## src/axi_pkg.sv

```systemverilog
package axi_pkg;

    // read channel field widths
    localparam int axi_id_w = 4;
    localparam int axi_addr_w = 32;
    localparam int axi_data_w = 64;
    localparam int axi_len_w = 8;
    localparam int axi_size_w = 3;
    localparam int axi_burst_w = 2;
    localparam int axi_resp_w = 2;

    // one outstanding burst per id
    localparam int axi_outstanding = 2 ** axi_id_w;

    localparam logic [axi_burst_w-1:0] axi_burst_incr = 2'b01;

    localparam logic [axi_resp_w-1:0] axi_resp_okay = 2'b00;

endpackage

```

## src/lsu_pkg.sv

```systemverilog
package lsu_pkg;

    localparam int apb_addr_w = 16;
    localparam int apb_data_w = 32;

    // register offsets
    localparam logic [apb_addr_w-1:0] reg_dram_addr = 16'h0000;
    localparam logic [apb_addr_w-1:0] reg_sram_addr = 16'h0004;
    localparam logic [apb_addr_w-1:0] reg_cfg = 16'h0008;
    localparam logic [apb_addr_w-1:0] reg_ctrl = 16'h000C;
    localparam logic [apb_addr_w-1:0] reg_status = 16'h0010;

    // scratchpad readback, two 32-bit halves per word
    localparam logic [apb_addr_w-1:0] sram_window_base = 16'h0800;

    localparam int sram_addr_w = 12;
    localparam int sram_depth = 4096;
    localparam int sram_data_w = 64;

    localparam int cmd_len_w = 8;
    localparam int cmd_size_w = 3;
    localparam int cmd_num_w = 8;

    // reg_cfg field positions
    localparam int cfg_len_lsb = 0;
    localparam int cfg_size_lsb = 8;
    localparam int cfg_num_lsb = 16;

    localparam int ctrl_start_bit = 0;

    localparam int stat_busy_bit = 0;
    localparam int stat_done_bit = 1;
    localparam int stat_error_bit = 2;

endpackage

```

## src/lsu_ifs.sv

```systemverilog
interface lsu_cmd_if;

    logic start;
    logic [axi_pkg::axi_addr_w-1:0] dram_addr;
    logic [lsu_pkg::sram_addr_w-1:0] sram_addr;
    logic [lsu_pkg::cmd_len_w-1:0] arlen;
    logic [lsu_pkg::cmd_size_w-1:0] arsize;
    logic [lsu_pkg::cmd_num_w-1:0] arnum;
    logic idle;

    modport regs (
        output start, dram_addr, sram_addr, arlen, arsize, arnum,
        input idle
    );
    modport master (
        input start, dram_addr, sram_addr, arlen, arsize, arnum,
        output idle
    );
    modport fill (
        input start, arnum
    );

endinterface

interface lsu_resp_if;

    logic valid;
    logic [axi_pkg::axi_data_w-1:0] data;
    logic [axi_pkg::axi_resp_w-1:0] resp;
    logic last;
    logic [axi_pkg::axi_id_w-1:0] id;
    logic ready;

    modport src (output valid, data, resp, last, id, input ready);
    modport sink (input valid, data, resp, last, id, output ready);

endinterface

```

## src/axi_read_intf.sv

```systemverilog
module axi_read_intf (
    input  logic clk,
    input  logic reset,
    lsu_cmd_if.master cmd,
    // read address channel
    output logic [axi_pkg::axi_id_w-1:0] arid,
    output logic [axi_pkg::axi_addr_w-1:0] araddr,
    output logic [axi_pkg::axi_len_w-1:0] arlen,
    output logic [axi_pkg::axi_size_w-1:0] arsize,
    output logic [axi_pkg::axi_burst_w-1:0] arburst,
    output logic arvalid,
    input  logic arready,
    // read data channel
    input  logic [axi_pkg::axi_id_w-1:0] rid,
    input  logic [axi_pkg::axi_data_w-1:0] rdata,
    input  logic [axi_pkg::axi_resp_w-1:0] rresp,
    input  logic rlast,
    input  logic rvalid,
    output logic rready,
    lsu_resp_if.src resp,
    output logic alloc,
    output logic [axi_pkg::axi_id_w-1:0] alloc_id,
    output logic [lsu_pkg::sram_addr_w-1:0] alloc_sram
);

    logic [axi_pkg::axi_outstanding-1:0] slot_valid;
    logic [axi_pkg::axi_id_w-1:0] next_id;
    logic [lsu_pkg::cmd_num_w-1:0] burst_cnt;
    logic issuing;
    logic last_burst;

    logic [axi_pkg::axi_addr_w-1:0] next_dram;
    logic [lsu_pkg::sram_addr_w-1:0] next_sram;
    logic [axi_pkg::axi_addr_w-1:0] burst_beats;
    logic [axi_pkg::axi_addr_w-1:0] burst_bytes;
    logic [lsu_pkg::sram_addr_w-1:0] sram_step;

    logic r_take;
    logic last_done;

    // beats per burst, and the byte span of one burst
    assign burst_beats = {{(axi_pkg::axi_addr_w - lsu_pkg::cmd_len_w){1'b0}}, cmd.arlen} + 1'b1;
    assign burst_bytes = burst_beats << cmd.arsize;
    assign sram_step = {{(lsu_pkg::sram_addr_w - lsu_pkg::cmd_len_w){1'b0}}, cmd.arlen} + 1'b1;

    assign arid = next_id;
    assign araddr = next_dram;
    assign arlen = cmd.arlen;
    assign arsize = cmd.arsize;
    assign arburst = axi_pkg::axi_burst_incr;

    // stall AR until the next id in rotation has retired
    assign arvalid = issuing & ~slot_valid[next_id];

    assign alloc = arvalid & arready;
    assign alloc_id = next_id;
    assign alloc_sram = next_sram;

    assign last_burst = (burst_cnt == cmd.arnum);
    assign cmd.idle = ~|slot_valid;

    always_ff @(posedge clk) begin
        if (reset) begin
            issuing <= 1'b0;
            next_id <= '0;
            burst_cnt <= '0;
        end else if (cmd.start) begin
            issuing <= 1'b1;
            burst_cnt <= '0;
        end else if (alloc) begin
            next_id <= next_id + 1'b1;
            burst_cnt <= burst_cnt + 1'b1;
            if (last_burst) begin
                issuing <= 1'b0;
            end
        end
    end

    // address generator, one step per AR handshake
    always_ff @(posedge clk) begin
        if (cmd.start) begin
            next_dram <= cmd.dram_addr;
            next_sram <= cmd.sram_addr;
        end else if (alloc) begin
            next_dram <= next_dram + burst_bytes;
            next_sram <= next_sram + sram_step;
        end
    end

    // slot retires once the fill side takes its last beat
    assign last_done = resp.valid & resp.ready & resp.last;

    always_ff @(posedge clk) begin
        if (reset) begin
            slot_valid <= '0;
        end else begin
            if (last_done) begin
                slot_valid[resp.id] <= 1'b0;
            end
            if (alloc) begin
                slot_valid[next_id] <= 1'b1;
            end
        end
    end

    // single R holding register
    assign rready = ~resp.valid | resp.ready;
    assign r_take = rvalid & rready;

    always_ff @(posedge clk) begin
        if (reset) begin
            resp.valid <= 1'b0;
        end else if (r_take) begin
            resp.valid <= 1'b1;
        end else if (resp.ready) begin
            resp.valid <= 1'b0;
        end
    end

    always_ff @(posedge clk) begin
        if (r_take) begin
            resp.data <= rdata;
            resp.resp <= rresp;
            resp.last <= rlast;
            resp.id <= rid;
        end
    end

endmodule

```

## src/flat_wrapper.sv

```systemverilog
// flat-port wrapper written by rule: the top's interface ports become plain ports
module axi_read_intf_flat 
  (clk, reset, arid, araddr, arlen, arsize, arburst, arvalid, arready, rid, rdata, rresp, rlast, rvalid, rready, alloc, alloc_id, alloc_sram, cmd_start, cmd_dram_addr, cmd_sram_addr, cmd_arlen, cmd_arsize, cmd_arnum, cmd_idle, resp_valid, resp_data, resp_resp, resp_last, resp_id, resp_ready);
  lsu_cmd_if cmd_i ();
  lsu_resp_if resp_i ();
  input  logic clk;
  input  logic reset;
  output logic [axi_pkg::axi_id_w-1:0] arid;
  output logic [axi_pkg::axi_addr_w-1:0] araddr;
  output logic [axi_pkg::axi_len_w-1:0] arlen;
  output logic [axi_pkg::axi_size_w-1:0] arsize;
  output logic [axi_pkg::axi_burst_w-1:0] arburst;
  output logic arvalid;
  input  logic arready;
  input  logic [axi_pkg::axi_id_w-1:0] rid;
  input  logic [axi_pkg::axi_data_w-1:0] rdata;
  input  logic [axi_pkg::axi_resp_w-1:0] rresp;
  input  logic rlast;
  input  logic rvalid;
  output logic rready;
  output logic alloc;
  output logic [axi_pkg::axi_id_w-1:0] alloc_id;
  output logic [lsu_pkg::sram_addr_w-1:0] alloc_sram;
  input wire logic [$bits(cmd_i.start)-1:0] cmd_start;
  input wire logic [$bits(cmd_i.dram_addr)-1:0] cmd_dram_addr;
  input wire logic [$bits(cmd_i.sram_addr)-1:0] cmd_sram_addr;
  input wire logic [$bits(cmd_i.arlen)-1:0] cmd_arlen;
  input wire logic [$bits(cmd_i.arsize)-1:0] cmd_arsize;
  input wire logic [$bits(cmd_i.arnum)-1:0] cmd_arnum;
  output wire logic [$bits(cmd_i.idle)-1:0] cmd_idle;
  output wire logic [$bits(resp_i.valid)-1:0] resp_valid;
  output wire logic [$bits(resp_i.data)-1:0] resp_data;
  output wire logic [$bits(resp_i.resp)-1:0] resp_resp;
  output wire logic [$bits(resp_i.last)-1:0] resp_last;
  output wire logic [$bits(resp_i.id)-1:0] resp_id;
  input wire logic [$bits(resp_i.ready)-1:0] resp_ready;
  assign cmd_i.start = cmd_start;
  assign cmd_i.dram_addr = cmd_dram_addr;
  assign cmd_i.sram_addr = cmd_sram_addr;
  assign cmd_i.arlen = cmd_arlen;
  assign cmd_i.arsize = cmd_arsize;
  assign cmd_i.arnum = cmd_arnum;
  assign cmd_idle = cmd_i.idle;
  assign resp_valid = resp_i.valid;
  assign resp_data = resp_i.data;
  assign resp_resp = resp_i.resp;
  assign resp_last = resp_i.last;
  assign resp_id = resp_i.id;
  assign resp_i.ready = resp_ready;
  axi_read_intf u_core (.clk(clk), .reset(reset), .cmd(cmd_i), .arid(arid), .araddr(araddr), .arlen(arlen), .arsize(arsize), .arburst(arburst), .arvalid(arvalid), .arready(arready), .rid(rid), .rdata(rdata), .rresp(rresp), .rlast(rlast), .rvalid(rvalid), .rready(rready), .resp(resp_i), .alloc(alloc), .alloc_id(alloc_id), .alloc_sram(alloc_sram));
endmodule
```

## config.mk

```make
export PLATFORM = sky130hd
export DESIGN_NAME = axi_read_intf_flat
export DESIGN_NICKNAME = d
export VERILOG_FILES = /design/src/axi_pkg.sv /design/src/lsu_pkg.sv /design/src/lsu_ifs.sv /design/src/axi_read_intf.sv /design/src/flat_wrapper.sv
export SDC_FILE = /design/constraint.sdc
export NUM_CORES = 1
export LEC_CHECK = 0
export ABC_AREA = 1
export BUFFER_PORTS_ARGS = -buffer_cell sky130_fd_sc_hd__clkbuf_2
export CORE_UTILIZATION = 25
export CTS_CLUSTER_DIAMETER = 100
export CTS_CLUSTER_SIZE = 40
export DETAILED_ROUTE_END_ITERATION = 8
export HOLD_SLACK_MARGIN = 0.15
export SLEW_MARGIN = 0
export SYNTH_ARGS = -nofsm -noshare
export SYNTH_HDL_FRONTEND = slang
export SYNTH_SLANG_ARGS = --single-unit
export TNS_END_PERCENT = 100
```

## constraint.sdc

```tcl
create_clock -name clk -period 4.35 [get_ports clk]
set_clock_uncertainty 0.15 [all_clocks]
set_input_delay 0.435 -clock clk [delete_from_list [all_inputs] [get_ports clk]]
set_output_delay 0.435 -clock clk [all_outputs]
set_load 0.01 [all_outputs]
```

==> flow_summary_export.csv <==
group,metric,value,unit
synth,yosysWarnings,0,
timing,slew-limit-headroom,42.31,%
route,avgViaCountPerCell,4.417,
synth,synth-seq-area-share,48.34,%
power_and_ir_drop,combinationalPowerShare,22.3,%
floorplan,initial_utilization,25.58,%
placed_design,detailed_place_hpwl,19.06,mm
synth,synth_area_leader_cell,"edfxtp_1",
hold_path,worst_hold_path_type,"input pin to flop",
floorplan,coreArea,32780,um^2
timing,period_needed,3235,ps
timing,fmax,309.1,MHz
timing,finalHoldViolCount,0,
synth,postSynthCellCount,1036,
placed_design,numPortBuffers,278,
floorplan,num_rows,66,
global_route,grt.total_usage,15.87,%
floorplan,die_width,185.2,um
power_and_ir_drop,static-leakage-power,0.005599,uW
power_and_ir_drop,power_frac_seq,41.3,%
route,drtPass1Iterations,5,
floorplan,die_area,34280,um^2
critical_path,critical-path-max-stage-delay,320,ps
final_layout,layout-area-overhead-vs-synth,40.85,%
final_layout,finish.net_count,1577,
timing,sum_of_negative_setup_slack,0,ps
synth,synthTopCellsByArea,"edfxtp_1 (41%), nand2_1 (16%), dfxtp_1 (7.2%)",
route,finalWirelength,26.71,mm
timing,final_clock_period_utilization_by_the_worst_path,74.37,%
placed_design,numPlacedInstances,1717,
synth,netlist-cell-type-count,33,
synth,post_synth_instance_area,8387,um^2
critical_path,cp.buffers_inverters,3,
route,wl_per_cell,14.36,um
clock_tree,total_clock_buffers_created_by_cts,17,
synth,yosys.area.top_type_share,41.18,%
placed_design,gp_routability_congestion,0.8921,
clock_tree,cts.root.buffer_cell,"clkbuf_16",
critical_path,most_repeated_library_cell_on_the_critical_path,"nand2_1",
clock_tree,cts_resized,0,
critical_path,worstPathMaxFanout,7,
power_and_ir_drop,netsw,1312,uW
final_layout,instances_no_fill,1860,
synth,net_count_after_synthesis,1209,
timing,setup_violators_final,0,
critical_path,worst_setup_end_kind,"flop",
timing,maxSlewViolCount,0,
global_route,grt_remaining_overflow,0,
placed_design,placement.setup.worst_slack,696.9,ps
clock_tree,clock_insertion_delay_worst_skew,440,ps
final_layout,seqCellArea,4054,um^2
clock_tree,h-tree-depth,4,
critical_path,timing.critical_path.from_type,"input pin",
route,ant_nets,0,
clock_tree,clk_path_buf_depth,2,
synth,syn_avg_cell_area,8.095,um^2
final_layout,fin_area,11810,um^2
route,route.vias.total,8216,
power_and_ir_drop,internal_power,2814,uW
power_and_ir_drop,power_per_cell_area,349.3,nW/um^2
global_route,grt_antenna_before_repair,1,
power_and_ir_drop,netSwitchingFraction,31.80,%
timing,worst_tran_pin_value,865.4,ps
synth,number_of_synthesized_register_bits,145,
critical_path,crit_required,4390,ps
floorplan,die-height,185.2,um
global_route,number_of_global_route_vias_before_repair,8139,
route,drt_iter0_drc,451,
outcome,outcome,"complete, no violations",
critical_path,worst-endpoint-arrival,3280,ps
final_layout,multi_input_area,3705,um^2
critical_path,crit_path_cell_trace,"clkbuf_2, ha_1, nand2_1, nor2_1, nand4_1, nor2_1, nand2_1, nor2_1, inv_1, o21ai_0, ha_1, nand2_1, inv_1, a21oi_1, nand2_1, nand2_1, nand3_1, or2_2, nand3_1, nand2_1",
clock_tree,postCtsSetupRepairBufs,0,
clock_tree,clock_tree_from_tritoncts,"done",
floorplan,boundaryPins,281,
placed_design,postPlaceCellArea,10120,um^2
run,maxCapViolCount,0,
timing,setup_slack,1115,ps
critical_path,timing_worst_setup_path_type,"input pin to flop",
route,route.detailed.drc,0,
critical_path,timing.critical_path.slowest_stage_cell,"ha_1",
power_and_ir_drop,ir_worst_vdd,0.4056,mV
clock_tree,clock_input_transition_at_the_sequential_cells_of_the_worst_setup_and_hold_paths,60,ps
global_route,maximum_number_of_pins_on_one_net_before_global_route_repair,70,
final_layout,drive_gt1_share,23.85,%
critical_path,critical-path-top-delay-family,"simple AND/OR/NAND/NOR gates",
power_and_ir_drop,clkPwrFrac,36.4,%
clock_tree,clock-sinks,145,
global_route,grt_first_pass_wirelength,41.48,mm
timing,grt_setup_unrepaired,"false",
final_layout,fill_cells,3323,
worst paths after layout:
check | slack, ps | depth (start not counted) | start | to
hold reg to reg | 330 | 2 | u_core.slot_valid[13] | u_core.slot_valid[13]
hold / removal | 160 | 3 | cmd_dram_addr[28] | u_core.araddr[28]
setup reg to reg | 1320 | 11 | u_core.alloc_id[0] | u_core.araddr[1]
setup / recovery | 1110 | 20 | cmd_arlen[0] | u_core.araddr[21]
state kept, by name (all words and copies together) (netlist names):
register,count
u_core.resp.data,64
u_core.araddr,32
u_core.slot_valid,16
u_core.alloc_sram,12
u_core.burst_cnt,8
u_core.alloc_id,4
u_core.resp.id,4
u_core.resp.resp,2
u_core.issuing,1
u_core.resp.last,1
u_core.resp.valid,1
worst min-delay path: cells and delay by family:
family | cells | cell delay, ps
buffers and inverters | 1 | 90
and+or+nand+nor | 2 | 110
synthesized netlist by cell type:
cell type  instances
nand2_2            1
o31ai_1            6
o21ai_0           38
nand3_2            2
nand3_1           99
o21bai_1           4
nor4_1             4
buf_6              3
nand3b_1           6
inv_1            100
a21o_1             3
buf_2              3
a31oi_1            4
buf_4             18
nor2_8             1
fa_1               2
nor2_1            74
inv_2              2
nor3_1             7
clkinv_1           1
a21oi_1           45
ha_1              31
mux2i_1            1
clkbuf_1          19
edfxtp_1         115
nand2_1          349
xnor2_1           14
nand4_1           27
dfxtp_1           30
conb_1             2
xor2_1             8
or2_2             16
nand2_4            1
per-layer routing:
| metal | track usage [%] | vias up | routed length, um |
|---|---|---|---|
| li1 | - | 4171 | - |
| met1 | 18.91 | 3707 | 11360 |
| met2 | 27.10 | 314 | 12850 |
| met3 | 4.621 | 24 | 2000 |
| met4 | 5.488 | 0 | 496 |
| met5 | 0 | - | 0 |
cell usage in the layout, fill, tap and decap left out, types with 6 or more instances in the layout:
cell | Yosys | routed
nand4_1 | 27 | 27
xor2_1 | 8 | 8
clkbuf_16 | 0 | 17
nand3_1 | 99 | 99
o21ai_0 | 38 | 38
clkbuf_2 | 0 | 278
a21oi_1 | 45 | 44
edfxtp_1 | 115 | 115
ha_1 | 31 | 31
nand2_1 | 349 | 348
o31ai_1 | 6 | 6
or2_2 | 16 | 16
inv_1 | 100 | 100
dfxtp_1 | 30 | 30
dlygate4sd3_1 | 0 | 110
xnor2_1 | 14 | 14
nor2_1 | 74 | 74
nand3b_1 | 6 | 6
nor3_1 | 7 | 7
cell type report:
cell class	instances	area share, %
Inverter	103	3.273
Timing Repair Buffer	392	21.35
Antenna cell	1	0.02118
Multi-Input combinational cell	745	31.36
Clock buffer	17	3.601
Clock inverter	15	1.388
Tap cell	442	4.682
Sequential cell	145	34.32
power by group through the flow:
stage               Clock (uW)  Combinational (uW)  Sequential, uW
finish                    1500                 922            1700
global route              1600                1040            1710
CTS                       1540                 920            1700
detailed placement           0                 839            1730
global placement             0                 836            1730
floorplan                    0                 498            1750
per-stage QoR:
step	utilization, %	total power (uW)	hold slack, ps
after floorplan	-	2252	298.3
after global placement	30.87	2564	311.7
after detailed placement	30.87	2569	311.9
after CTS	36.02	4158	152.8
after global routing	36.03	4353	169.8
final	36.03	4126	164.0
logic make-up (layout without fill, tap and decap cells):
logic type,count (synthesis),after routing,share of synthesized area [%]
muxes,1,1,0.1194
other,2,3,0.08955
buffers and inverters,146,527,7.653
and+or+nand+nor,587,587,29.99
DFF,145,145,48.34
xor gates and xnor gates,22,22,2.298
AOI/OAI and AO/OA,100,100,6.415
adders and majority gates,33,33,5.102
timing repair:
action / in CTS / in global routing
hold buffers: 110 / 0
endpoints found under the hold margin: 110 / 0
setup endpoints to repair: 0 / 0
Power figures use the tool's default switching activity.
