$ cat src/axi_pkg.sv
package axi_pkg;

    // read channel field widths
    localparam int axi_id_w = 4;
    localparam int axi_addr_w = 32;
    localparam int axi_data_w = 64;
    localparam int axi_len_w = 8;
    localparam int axi_size_w = 3;
    localparam int axi_burst_w = 2;
    localparam int axi_resp_w = 2;

    // one outstanding burst per id
    localparam int axi_outstanding = 2 ** axi_id_w;

    localparam logic [axi_burst_w-1:0] axi_burst_incr = 2'b01;

    localparam logic [axi_resp_w-1:0] axi_resp_okay = 2'b00;

endpackage

$ cat src/lsu_pkg.sv
package lsu_pkg;

    localparam int apb_addr_w = 16;
    localparam int apb_data_w = 32;

    // register offsets
    localparam logic [apb_addr_w-1:0] reg_dram_addr = 16'h0000;
    localparam logic [apb_addr_w-1:0] reg_sram_addr = 16'h0004;
    localparam logic [apb_addr_w-1:0] reg_cfg = 16'h0008;
    localparam logic [apb_addr_w-1:0] reg_ctrl = 16'h000C;
    localparam logic [apb_addr_w-1:0] reg_status = 16'h0010;

    // scratchpad readback, two 32-bit halves per word
    localparam logic [apb_addr_w-1:0] sram_window_base = 16'h0800;

    localparam int sram_addr_w = 12;
    localparam int sram_depth = 4096;
    localparam int sram_data_w = 64;

    localparam int cmd_len_w = 8;
    localparam int cmd_size_w = 3;
    localparam int cmd_num_w = 8;

    // reg_cfg field positions
    localparam int cfg_len_lsb = 0;
    localparam int cfg_size_lsb = 8;
    localparam int cfg_num_lsb = 16;

    localparam int ctrl_start_bit = 0;

    localparam int stat_busy_bit = 0;
    localparam int stat_done_bit = 1;
    localparam int stat_error_bit = 2;

endpackage

$ cat src/lsu_ifs.sv
interface lsu_cmd_if;

    logic start;
    logic [axi_pkg::axi_addr_w-1:0] dram_addr;
    logic [lsu_pkg::sram_addr_w-1:0] sram_addr;
    logic [lsu_pkg::cmd_len_w-1:0] arlen;
    logic [lsu_pkg::cmd_size_w-1:0] arsize;
    logic [lsu_pkg::cmd_num_w-1:0] arnum;
    logic idle;

    modport regs (
        output start, dram_addr, sram_addr, arlen, arsize, arnum,
        input idle
    );
    modport master (
        input start, dram_addr, sram_addr, arlen, arsize, arnum,
        output idle
    );
    modport fill (
        input start, arnum
    );

endinterface


$ cat src/lsu_cmd_regs.sv
module lsu_cmd_regs (
    input  logic clk,
    input  logic reset,
    input  logic [lsu_pkg::apb_addr_w-1:0] paddr,
    input  logic psel,
    input  logic penable,
    input  logic pwrite,
    input  logic [lsu_pkg::apb_data_w-1:0] pwdata,
    output logic [lsu_pkg::apb_data_w-1:0] prdata,
    output logic pready,
    output logic pslverr,
    lsu_cmd_if.regs cmd,
    input  logic done,
    input  logic error,
    output logic sram_rd_en,
    output logic [lsu_pkg::sram_addr_w-1:0] sram_rd_addr,
    input  logic [lsu_pkg::sram_data_w-1:0] sram_rd_data
);

    logic [lsu_pkg::apb_addr_w-1:0] win_off;
    logic win_hit;
    logic reg_hit;
    logic wr_en;
    logic busy_q;
    logic busy;
    logic [lsu_pkg::apb_data_w-1:0] reg_rdata;

    // window covers 4096 words, so offset bit 15 must be clear
    assign win_off = paddr - lsu_pkg::sram_window_base;
    assign win_hit = (paddr >= lsu_pkg::sram_window_base) && !win_off[lsu_pkg::apb_addr_w-1];
    assign sram_rd_addr = win_off[lsu_pkg::sram_addr_w+2:3];

    // array read launched from the setup phase address
    assign sram_rd_en = psel & ~penable & ~pwrite & win_hit;

    assign wr_en = psel & penable & pwrite;

    // done being set already ends the job for a new start
    assign busy = (busy_q & ~done) | ~cmd.idle;

    assign cmd.start = wr_en & (paddr == lsu_pkg::reg_ctrl)
                     & pwdata[lsu_pkg::ctrl_start_bit] & ~busy;

    always_ff @(posedge clk) begin
        if (reset) begin
            busy_q <= 1'b0;
        end else if (cmd.start) begin
            busy_q <= 1'b1;
        end else if (done) begin
            busy_q <= 1'b0;
        end
    end

    // job registers are frozen while a job runs
    always_ff @(posedge clk) begin
        if (reset) begin
            cmd.dram_addr <= '0;
            cmd.sram_addr <= '0;
            cmd.arlen <= '0;
            cmd.arsize <= '0;
            cmd.arnum <= '0;
        end else if (wr_en && !busy) begin
            case (paddr)
                lsu_pkg::reg_dram_addr: cmd.dram_addr <= pwdata;
                lsu_pkg::reg_sram_addr: cmd.sram_addr <= pwdata[lsu_pkg::sram_addr_w-1:0];
                lsu_pkg::reg_cfg: begin
                    cmd.arlen <= pwdata[lsu_pkg::cfg_len_lsb +: lsu_pkg::cmd_len_w];
                    cmd.arsize <= pwdata[lsu_pkg::cfg_size_lsb +: lsu_pkg::cmd_size_w];
                    cmd.arnum <= pwdata[lsu_pkg::cfg_num_lsb +: lsu_pkg::cmd_num_w];
                end
                default: ;
            endcase
        end
    end

    always_comb begin
        reg_rdata = '0;
        reg_hit = 1'b1;
        case (paddr)
            lsu_pkg::reg_dram_addr: reg_rdata = cmd.dram_addr;
            lsu_pkg::reg_sram_addr: reg_rdata[lsu_pkg::sram_addr_w-1:0] = cmd.sram_addr;
            lsu_pkg::reg_cfg: begin
                reg_rdata[lsu_pkg::cfg_len_lsb +: lsu_pkg::cmd_len_w] = cmd.arlen;
                reg_rdata[lsu_pkg::cfg_size_lsb +: lsu_pkg::cmd_size_w] = cmd.arsize;
                reg_rdata[lsu_pkg::cfg_num_lsb +: lsu_pkg::cmd_num_w] = cmd.arnum;
            end
            lsu_pkg::reg_ctrl: reg_rdata = '0;
            lsu_pkg::reg_status: begin
                reg_rdata[lsu_pkg::stat_busy_bit] = busy;
                reg_rdata[lsu_pkg::stat_done_bit] = done;
                reg_rdata[lsu_pkg::stat_error_bit] = error;
            end
            default: reg_hit = 1'b0;
        endcase
    end

    // address bit 2 picks the upper half of the word
    assign prdata = !win_hit ? reg_rdata
                  : paddr[2] ? sram_rd_data[lsu_pkg::apb_data_w +: lsu_pkg::apb_data_w]
                  : sram_rd_data[0 +: lsu_pkg::apb_data_w];

    assign pready = 1'b1;
    assign pslverr = psel & penable & ~(reg_hit | win_hit);

endmodule

$ cat src/flat_wrapper.sv
// flat-port wrapper written by rule: the top's interface ports become plain ports
module lsu_cmd_regs_flat 
  (clk, reset, paddr, psel, penable, pwrite, pwdata, prdata, pready, pslverr, done, error, sram_rd_en, sram_rd_addr, sram_rd_data, cmd_start, cmd_dram_addr, cmd_sram_addr, cmd_arlen, cmd_arsize, cmd_arnum, cmd_idle);
  lsu_cmd_if cmd_i ();
  input  logic clk;
  input  logic reset;
  input  logic [lsu_pkg::apb_addr_w-1:0] paddr;
  input  logic psel;
  input  logic penable;
  input  logic pwrite;
  input  logic [lsu_pkg::apb_data_w-1:0] pwdata;
  output logic [lsu_pkg::apb_data_w-1:0] prdata;
  output logic pready;
  output logic pslverr;
  input  logic done;
  input  logic error;
  output logic sram_rd_en;
  output logic [lsu_pkg::sram_addr_w-1:0] sram_rd_addr;
  input  logic [lsu_pkg::sram_data_w-1:0] sram_rd_data;
  output wire logic [$bits(cmd_i.start)-1:0] cmd_start;
  output wire logic [$bits(cmd_i.dram_addr)-1:0] cmd_dram_addr;
  output wire logic [$bits(cmd_i.sram_addr)-1:0] cmd_sram_addr;
  output wire logic [$bits(cmd_i.arlen)-1:0] cmd_arlen;
  output wire logic [$bits(cmd_i.arsize)-1:0] cmd_arsize;
  output wire logic [$bits(cmd_i.arnum)-1:0] cmd_arnum;
  input wire logic [$bits(cmd_i.idle)-1:0] cmd_idle;
  assign cmd_start = cmd_i.start;
  assign cmd_dram_addr = cmd_i.dram_addr;
  assign cmd_sram_addr = cmd_i.sram_addr;
  assign cmd_arlen = cmd_i.arlen;
  assign cmd_arsize = cmd_i.arsize;
  assign cmd_arnum = cmd_i.arnum;
  assign cmd_i.idle = cmd_idle;
  lsu_cmd_regs u_core (.clk(clk), .reset(reset), .paddr(paddr), .psel(psel), .penable(penable), .pwrite(pwrite), .pwdata(pwdata), .prdata(prdata), .pready(pready), .pslverr(pslverr), .cmd(cmd_i), .done(done), .error(error), .sram_rd_en(sram_rd_en), .sram_rd_addr(sram_rd_addr), .sram_rd_data(sram_rd_data));
endmodule
$ cat config.mk
export PLATFORM = sky130hd
export DESIGN_NAME = lsu_cmd_regs_flat
export DESIGN_NICKNAME = d
export VERILOG_FILES = /design/src/axi_pkg.sv /design/src/lsu_pkg.sv /design/src/lsu_ifs.sv /design/src/lsu_cmd_regs.sv /design/src/flat_wrapper.sv
export SDC_FILE = /design/constraint.sdc
export NUM_CORES = 1
export LEC_CHECK = 0
export BUFFER_PORTS_ARGS = -buffer_cell sky130_fd_sc_hd__buf_2
export CAP_MARGIN = 20
export CORE_AREA = 10 10 102 123
export CTS_CLUSTER_SIZE = 20
export DETAILED_ROUTE_END_ITERATION = 10
export DIE_AREA = 0 0 112 133
export PLACE_DENSITY = 0.73
export SLEW_MARGIN = 20
export SYNTH_ARGS = -nofsm -noshare
export SYNTH_HDL_FRONTEND = slang
export SYNTH_SLANG_ARGS = --single-unit
$ cat constraint.sdc
create_clock -name clk -period 2.1 [get_ports clk]
set_input_delay 0.21 -clock clk [delete_from_list [all_inputs] [get_ports clk]]
set_output_delay 0.21 -clock clk [all_outputs]
set_load 0.01 [all_outputs]
==> reports/qor.yml, run 1 <==
critPathKind: "in2out"
grt_max_degree: 68
final.setup.tns_ns: 0
synth_area_leaders: "dfxtp_1, mux2i_1, nand2b_1, nor3_1, o2bb2ai_1"
die_w_um: 112
grtUsageTotal_pct: 18.4
ir_drop_mv: 0.369
layout_commonest_cell: "buf_2"
dp_cells: 758
status: "completed"
grt_pass1_wl_um: 22600
fin_cells: 774
cts_tree: "done"
critPathMaxFanout: 8
fp.coreArea_um2: 10200
cp-start-kind: "input port"
vias_per_cell: 5.22
die_y_um: 133
io_pins: 231
io_buffers: 229
antenna_found_initial: 0
synth_top_area_share_pct: 32.3
dr.pass1.iters: 5
routabilityCongestion: 0.819
drive_above_1_share_pct: 44.8
fmax_mhz: 490
ys_ff_latch: 64
hold_class: "in2reg"
synth_cell_types: 42
setup_viol: 0
start_util_pct: 38.9
cap_viol_max_count: 0
min_period_over_period_pct: 97.3
mostFrequentLayoutCells: "buf_2, nand2b_1, mux2i_1"
grt_pass1_vias: 4329
ctsHtreeMaxLevel: 3
rsz0062_at_grt: "false"
required_ns: 1.89
yosysTopAreaCell: "dfxtp_1"
grt_overflow: 0
n_antenna_cell: 0
dp.final_hpwl_um: 11300
drcViolationCount: 0
end_kind: "output port"
clk_pin_slew_worst_paths_ns: 0.06
wl_um: 14300
numClockSinks: 64
cts_hold_buf: 0
yosysSeqAreaShare_pct: 32.3
rows: 41
clock_latency_ns: 0.33
synth_area_um2: 3970
power_density_nw_per_um2: 569
yosysWarningCount: 0
avgRoutedWirePerCell_um: 18.4
ant_nets: 0
cp_common_cell: "buf_2"
synth_area_per_cell_um2: 9.53
max-clock-path-buffers: 2
syn_nets: 537
cts-root-buf: "clkbuf_16"
hold-worst-slack_ns: 0.145
drv_slew: 0
clock_skew_ns: 0.00677
hold_viol: 0
syn2layout_area_growth_pct: 42.6
synth_cells: 416
design.die.area_um2: 14900
arrival_ns: 1.83
period_minus_slack_ns: 2.04
critPathMaxStageDelay_ns: 0.58
p_leak_nw: 2.93
vias: 4040
dr.first_iter.drc_count: 178
numCtsBuffers: 9
cpMaxStageDelayCell: "or4_4"
fin_nets: 761
path_cells: "buf_2, or4_4, nor4_4, buf_4, a22o_1, a211o_1, buf_2"
whs_path_depth: 3
reg2reg_depth: 5
-- timing repair --
action	CTS	global route
resized for setup	2	5
endpoints found under the setup margin	4	18
setup buffers	0	0
-- cells in the mapped netlist, drive strengths merged --
library cell and n:
o2bb2ai 12, o21ai 1, nand2b 98, buf 18
or2 2, o22ai 1, a211o 11, dfxtp 64
xor2 2, or3 1, or4b 3, nand3 2
o21bai 1, nor3 23, a2bb2oi 3, a221o 8
a21oi 1, nand2 4, nand4 1, a22oi 1
nor2 5, and3 1, mux2i 98, ha 1
clkbuf 22, a21boi 1, nor4b 1, conb 1
and3b 1, nor4 9, or4 6, a22o 8
nor2b 1, inv 4
-- path summary, 6_finish.rpt --
check                                 from                  endpoint  slack (ns)
setup / recovery                  paddr[9]                 prdata[7]        0.06
hold / removal                  pwdata[27]  u_core.cmd.dram_addr[27]        0.14
setup reg to reg             u_core.busy_q       u_core.cmd.arnum[3]        0.40
hold reg to reg   u_core.cmd.dram_addr[27]  u_core.cmd.dram_addr[27]        0.49
-- sequential cells by signal (all words and copies together) (netlist names) --
| signal | cells |
|---|---|
| u_core.cmd.arsize | 3 |
| u_core.cmd.dram_addr | 32 |
| u_core.busy_q | 1 |
| u_core.cmd.arnum | 8 |
| u_core.cmd.sram_addr | 12 |
| u_core.cmd.arlen | 8 |
-- per-stage QoR --
stage	area (um^2)	worst slack (ns)	util [%]	power, mW
detailed placement	5320	-0.0254	52.1	1.73
floorplan	3970	0.204	-	1.50
finish	5660	0.0577	55.4	3.22
global placement	5320	0.0281	52.1	1.72
global route	5660	0.000705	55.4	3.36
CTS	5640	0.0276	55.2	3.25
-- worst max-delay path, delay by kind of cell --
| kind | cells | cell delay [ns] |
|---|---|---|
| buffers and inverters | 3 | 0.47 |
| and+or+nand+nor | 2 | 0.87 |
| AOI/OAI and AO/OA | 2 | 0.28 |
-- cells by family (layout without fill, tap and decap cells) --
logic type,Yosys count,after routing,synth area share [%]
AO/OA/AOI/OAI,48,48,10.5
XOR/XNOR,2,2,0.442
adder cells (fa/ha/maj),1,1,0.315
buffers and inverters,44,273,5.58
flip-flops,64,64,32.3
multiplexers,98,98,24.7
other,1,1,0.0945
AND/OR/NAND/NOR,158,158,26.0
-- where the power goes --
group	leakage [nW]	total (mW)	switching [mW]	internal, mW
clock network	0.143	1.51	0.579	0.930
registers	0.515	1.21	0.00000118	1.21
logic	2.27	0.493	0.241	0.252
total	2.93	3.22	0.820	2.40
-- layer usage --
layer  part of all wire (%)  wire (um)  global-route usage, %  up-vias
li1                       -          -                      -     1942
met1                     39       5570                   19.9     1920
met2                     52       7480                   33.4      158
met3                    6.6        946                   4.57       20
met4                    1.8        263                   6.92        0
met5                      0          0                      0        -
-- cell type report --
| cell class | count | area [um^2] |
|---|---|---|
| fillers | 953 | 4550 |
| multi-input cells | 308 | 2510 |
| repair buffers | 253 | 1380 |
| flip-flops and latches | 64 | 1280 |
| clock buffers | 9 | 225 |
| well taps | 129 | 161 |
| clock inverters | 7 | 80.1 |
| inverters | 4 | 15.0 |
No activity file was read; power rests on OpenSTA's default activity.
==> run 2, diff against run 1 <==
--- a/config.mk
+++ b/config.mk
@@ -7,10 +7,10 @@
 export LEC_CHECK = 0
 export BUFFER_PORTS_ARGS = -buffer_cell sky130_fd_sc_hd__buf_2
 export CAP_MARGIN = 20
-export CORE_AREA = 10 10 102 123
+export CORE_AREA = 2 2 94 115
 export CTS_CLUSTER_SIZE = 20
 export DETAILED_ROUTE_END_ITERATION = 10
-export DIE_AREA = 0 0 112 133
+export DIE_AREA = 0 0 96 117
 export PLACE_DENSITY = 0.73
 export SLEW_MARGIN = 20
 export SYNTH_ARGS = -nofsm -noshare
==> reports/qor.yml, run 2 (same netlist as run 1, synthesis figures left out) <==
dp_cells: 761
vias_per_cell: 5.25
top_regs: "u_core.cmd.dram_addr x32, u_core.cmd.sram_addr x12"
fp.coreArea_um2: 10200
grt_overflow: 0
cap_viol_max_count: 0
wl_um: 12700
ctsHtreeMaxLevel: 3
grtUsageMet2_pct: 38.4
fillers: 944
regMostFlops: "u_core.cmd.dram_addr"
fin_nets: 764
cpMaxStageDelayCell: "or4_1"
mostFrequentLayoutCells: "buf_2, nand2b_1, mux2i_1"
grt_pass1_wl_um: 18400
max-clock-path-buffers: 2
min_period_over_period_pct: 97.0
arrival_ns: 1.83
avgRoutedWirePerCell_um: 16.3
fmax_mhz: 491
path_cells: "buf_2, or4_1, nor4_4, buf_4, a22o_1, a211o_1, buf_2"
io_buffers: 229
syn2layout_area_growth_pct: 43.2
start_util_pct: 38.9
drv_slew: 0
grt-busiest-layer: "met2"
fin_cells: 777
critPathKind: "in2out"
hold_viol: 0
critPathMaxFanout: 8
grt_use_met1_pct: 23.0
dr.pass1.iters: 4
drcViolationCount: 0
grt_max_degree: 97
rows: 41
clk_pin_slew_worst_paths_ns: 0.05
crit_family: "simple AND/OR/NAND/NOR gates"
io_pins: 231
power_density_nw_per_um2: 558
setup_viol: 0
antenna_found_initial: 0
numCtsBuffers: 9
p_leak_nw: 2.94
grtUsageMet3_pct: 5.38
rsz0062_at_grt: "true"
dp.final_hpwl_um: 9650
clock_skew_ns: 0.00629
largest_reg_flops: 32
hold-worst-slack_ns: 0.144
worst-path-buf-inv: 3
numClockSinks: 64
period_minus_slack_ns: 2.04
cp_common_cell: "buf_2"
end_kind: "output port"
drive_above_1_share_pct: 44.5
clock_latency_ns: 0.33
die_w_um: 96
cts_tree: "done"
cts-root-buf: "clkbuf_16"
vias: 4079
dr.first_iter.drc_count: 115
required_ns: 1.89
routabilityCongestion: 0.811
die_y_um: 117
hold_class: "in2reg"
critPathMaxStageDelay_ns: 0.63
status: "completed"
final.setup.tns_ns: 0
grt_pass1_vias: 3848
layout_commonest_cell: "buf_2"
final_core_util_pct: 55.6
grtUsageTotal_pct: 21.4
cp-start-kind: "input port"
ir_drop_mv: 0.356
ant_nets: 0
design.die.area_um2: 11200
p_total_mw: 3.17
[run 2: final timing paths]
path	startpoint	to	slack [ns]	depth (start not counted)
setup / recovery	paddr[4]	prdata[8]	0.06	7
hold / removal	pwdata[24]	u_core.cmd.dram_addr[24]	0.14	3
setup reg to reg	u_core.busy_q	u_core.cmd.arnum[0]	0.37	5
hold reg to reg	u_core.cmd.dram_addr[24]	u_core.cmd.dram_addr[24]	0.49	2
[run 2: through the flow]
step / worst slack, ns / cell area, um^2
6_report: 0.0622 / 5680
5_1_grt: -0.0225 / 5680
2_1_floorplan: 0.204 / 3970
3_5_place_dp: -0.0137 / 5350
4_1_cts: 0.0000728 / 5650
3_3_place_gp: 0.00842 / 5350
[run 2: report_power, final]
part / switching, mW / total [mW] / leakage, nW / internal (mW)
sequential: 0.00000119 / 1.22 / 0.515 / 1.22
clock: 0.516 / 1.45 / 0.145 / 0.937
combinational: 0.241 / 0.497 / 2.28 / 0.256
total: 0.758 / 3.17 / 2.94 / 2.41
[run 2: worst register-to-register path: cells and delay by family (launching register included)]
| kind | cells | cell delay, ns |
|---|---|---|
| buf+inv | 1 | 0.21 |
| simple gates | 3 | 0.95 |
| flops | 1 | 0.30 |
| mux | 1 | 0.19 |
[run 2: cell type report]
type / count / area (um^2) / area share (%)
multi-input combinational: 308 / 2510 / 44.2
timing repair buffer: 256 / 1420 / 25.0
clock buffer: 11 / 243 / 4.28
antenna: 1 / 2.50 / 0.0441
clock inverter: 4 / 45.0 / 0.793
sequential: 64 / 1280 / 22.6
tap: 129 / 161 / 2.84
inverter: 4 / 15.0 / 0.264
[run 2: per-layer routing]
layer	part of all wire, %	routed length, um	vias to the layer above
li1	-	-	1945
met2	53	6700	161
met4	2.2	282	0
met5	0	0	-
met1	38	4780	1951
met3	7.3	926	22
[run 2: timing repair]
action | 4_1_cts | 5_1_grt
pin swaps | 0 | 0
hold buffers | 0 | 0
setup endpoints to repair | 13 | 29
setup buffers | 0 | 0
endpoints found under the hold margin | 0 | 0
resized for setup | 3 | 7
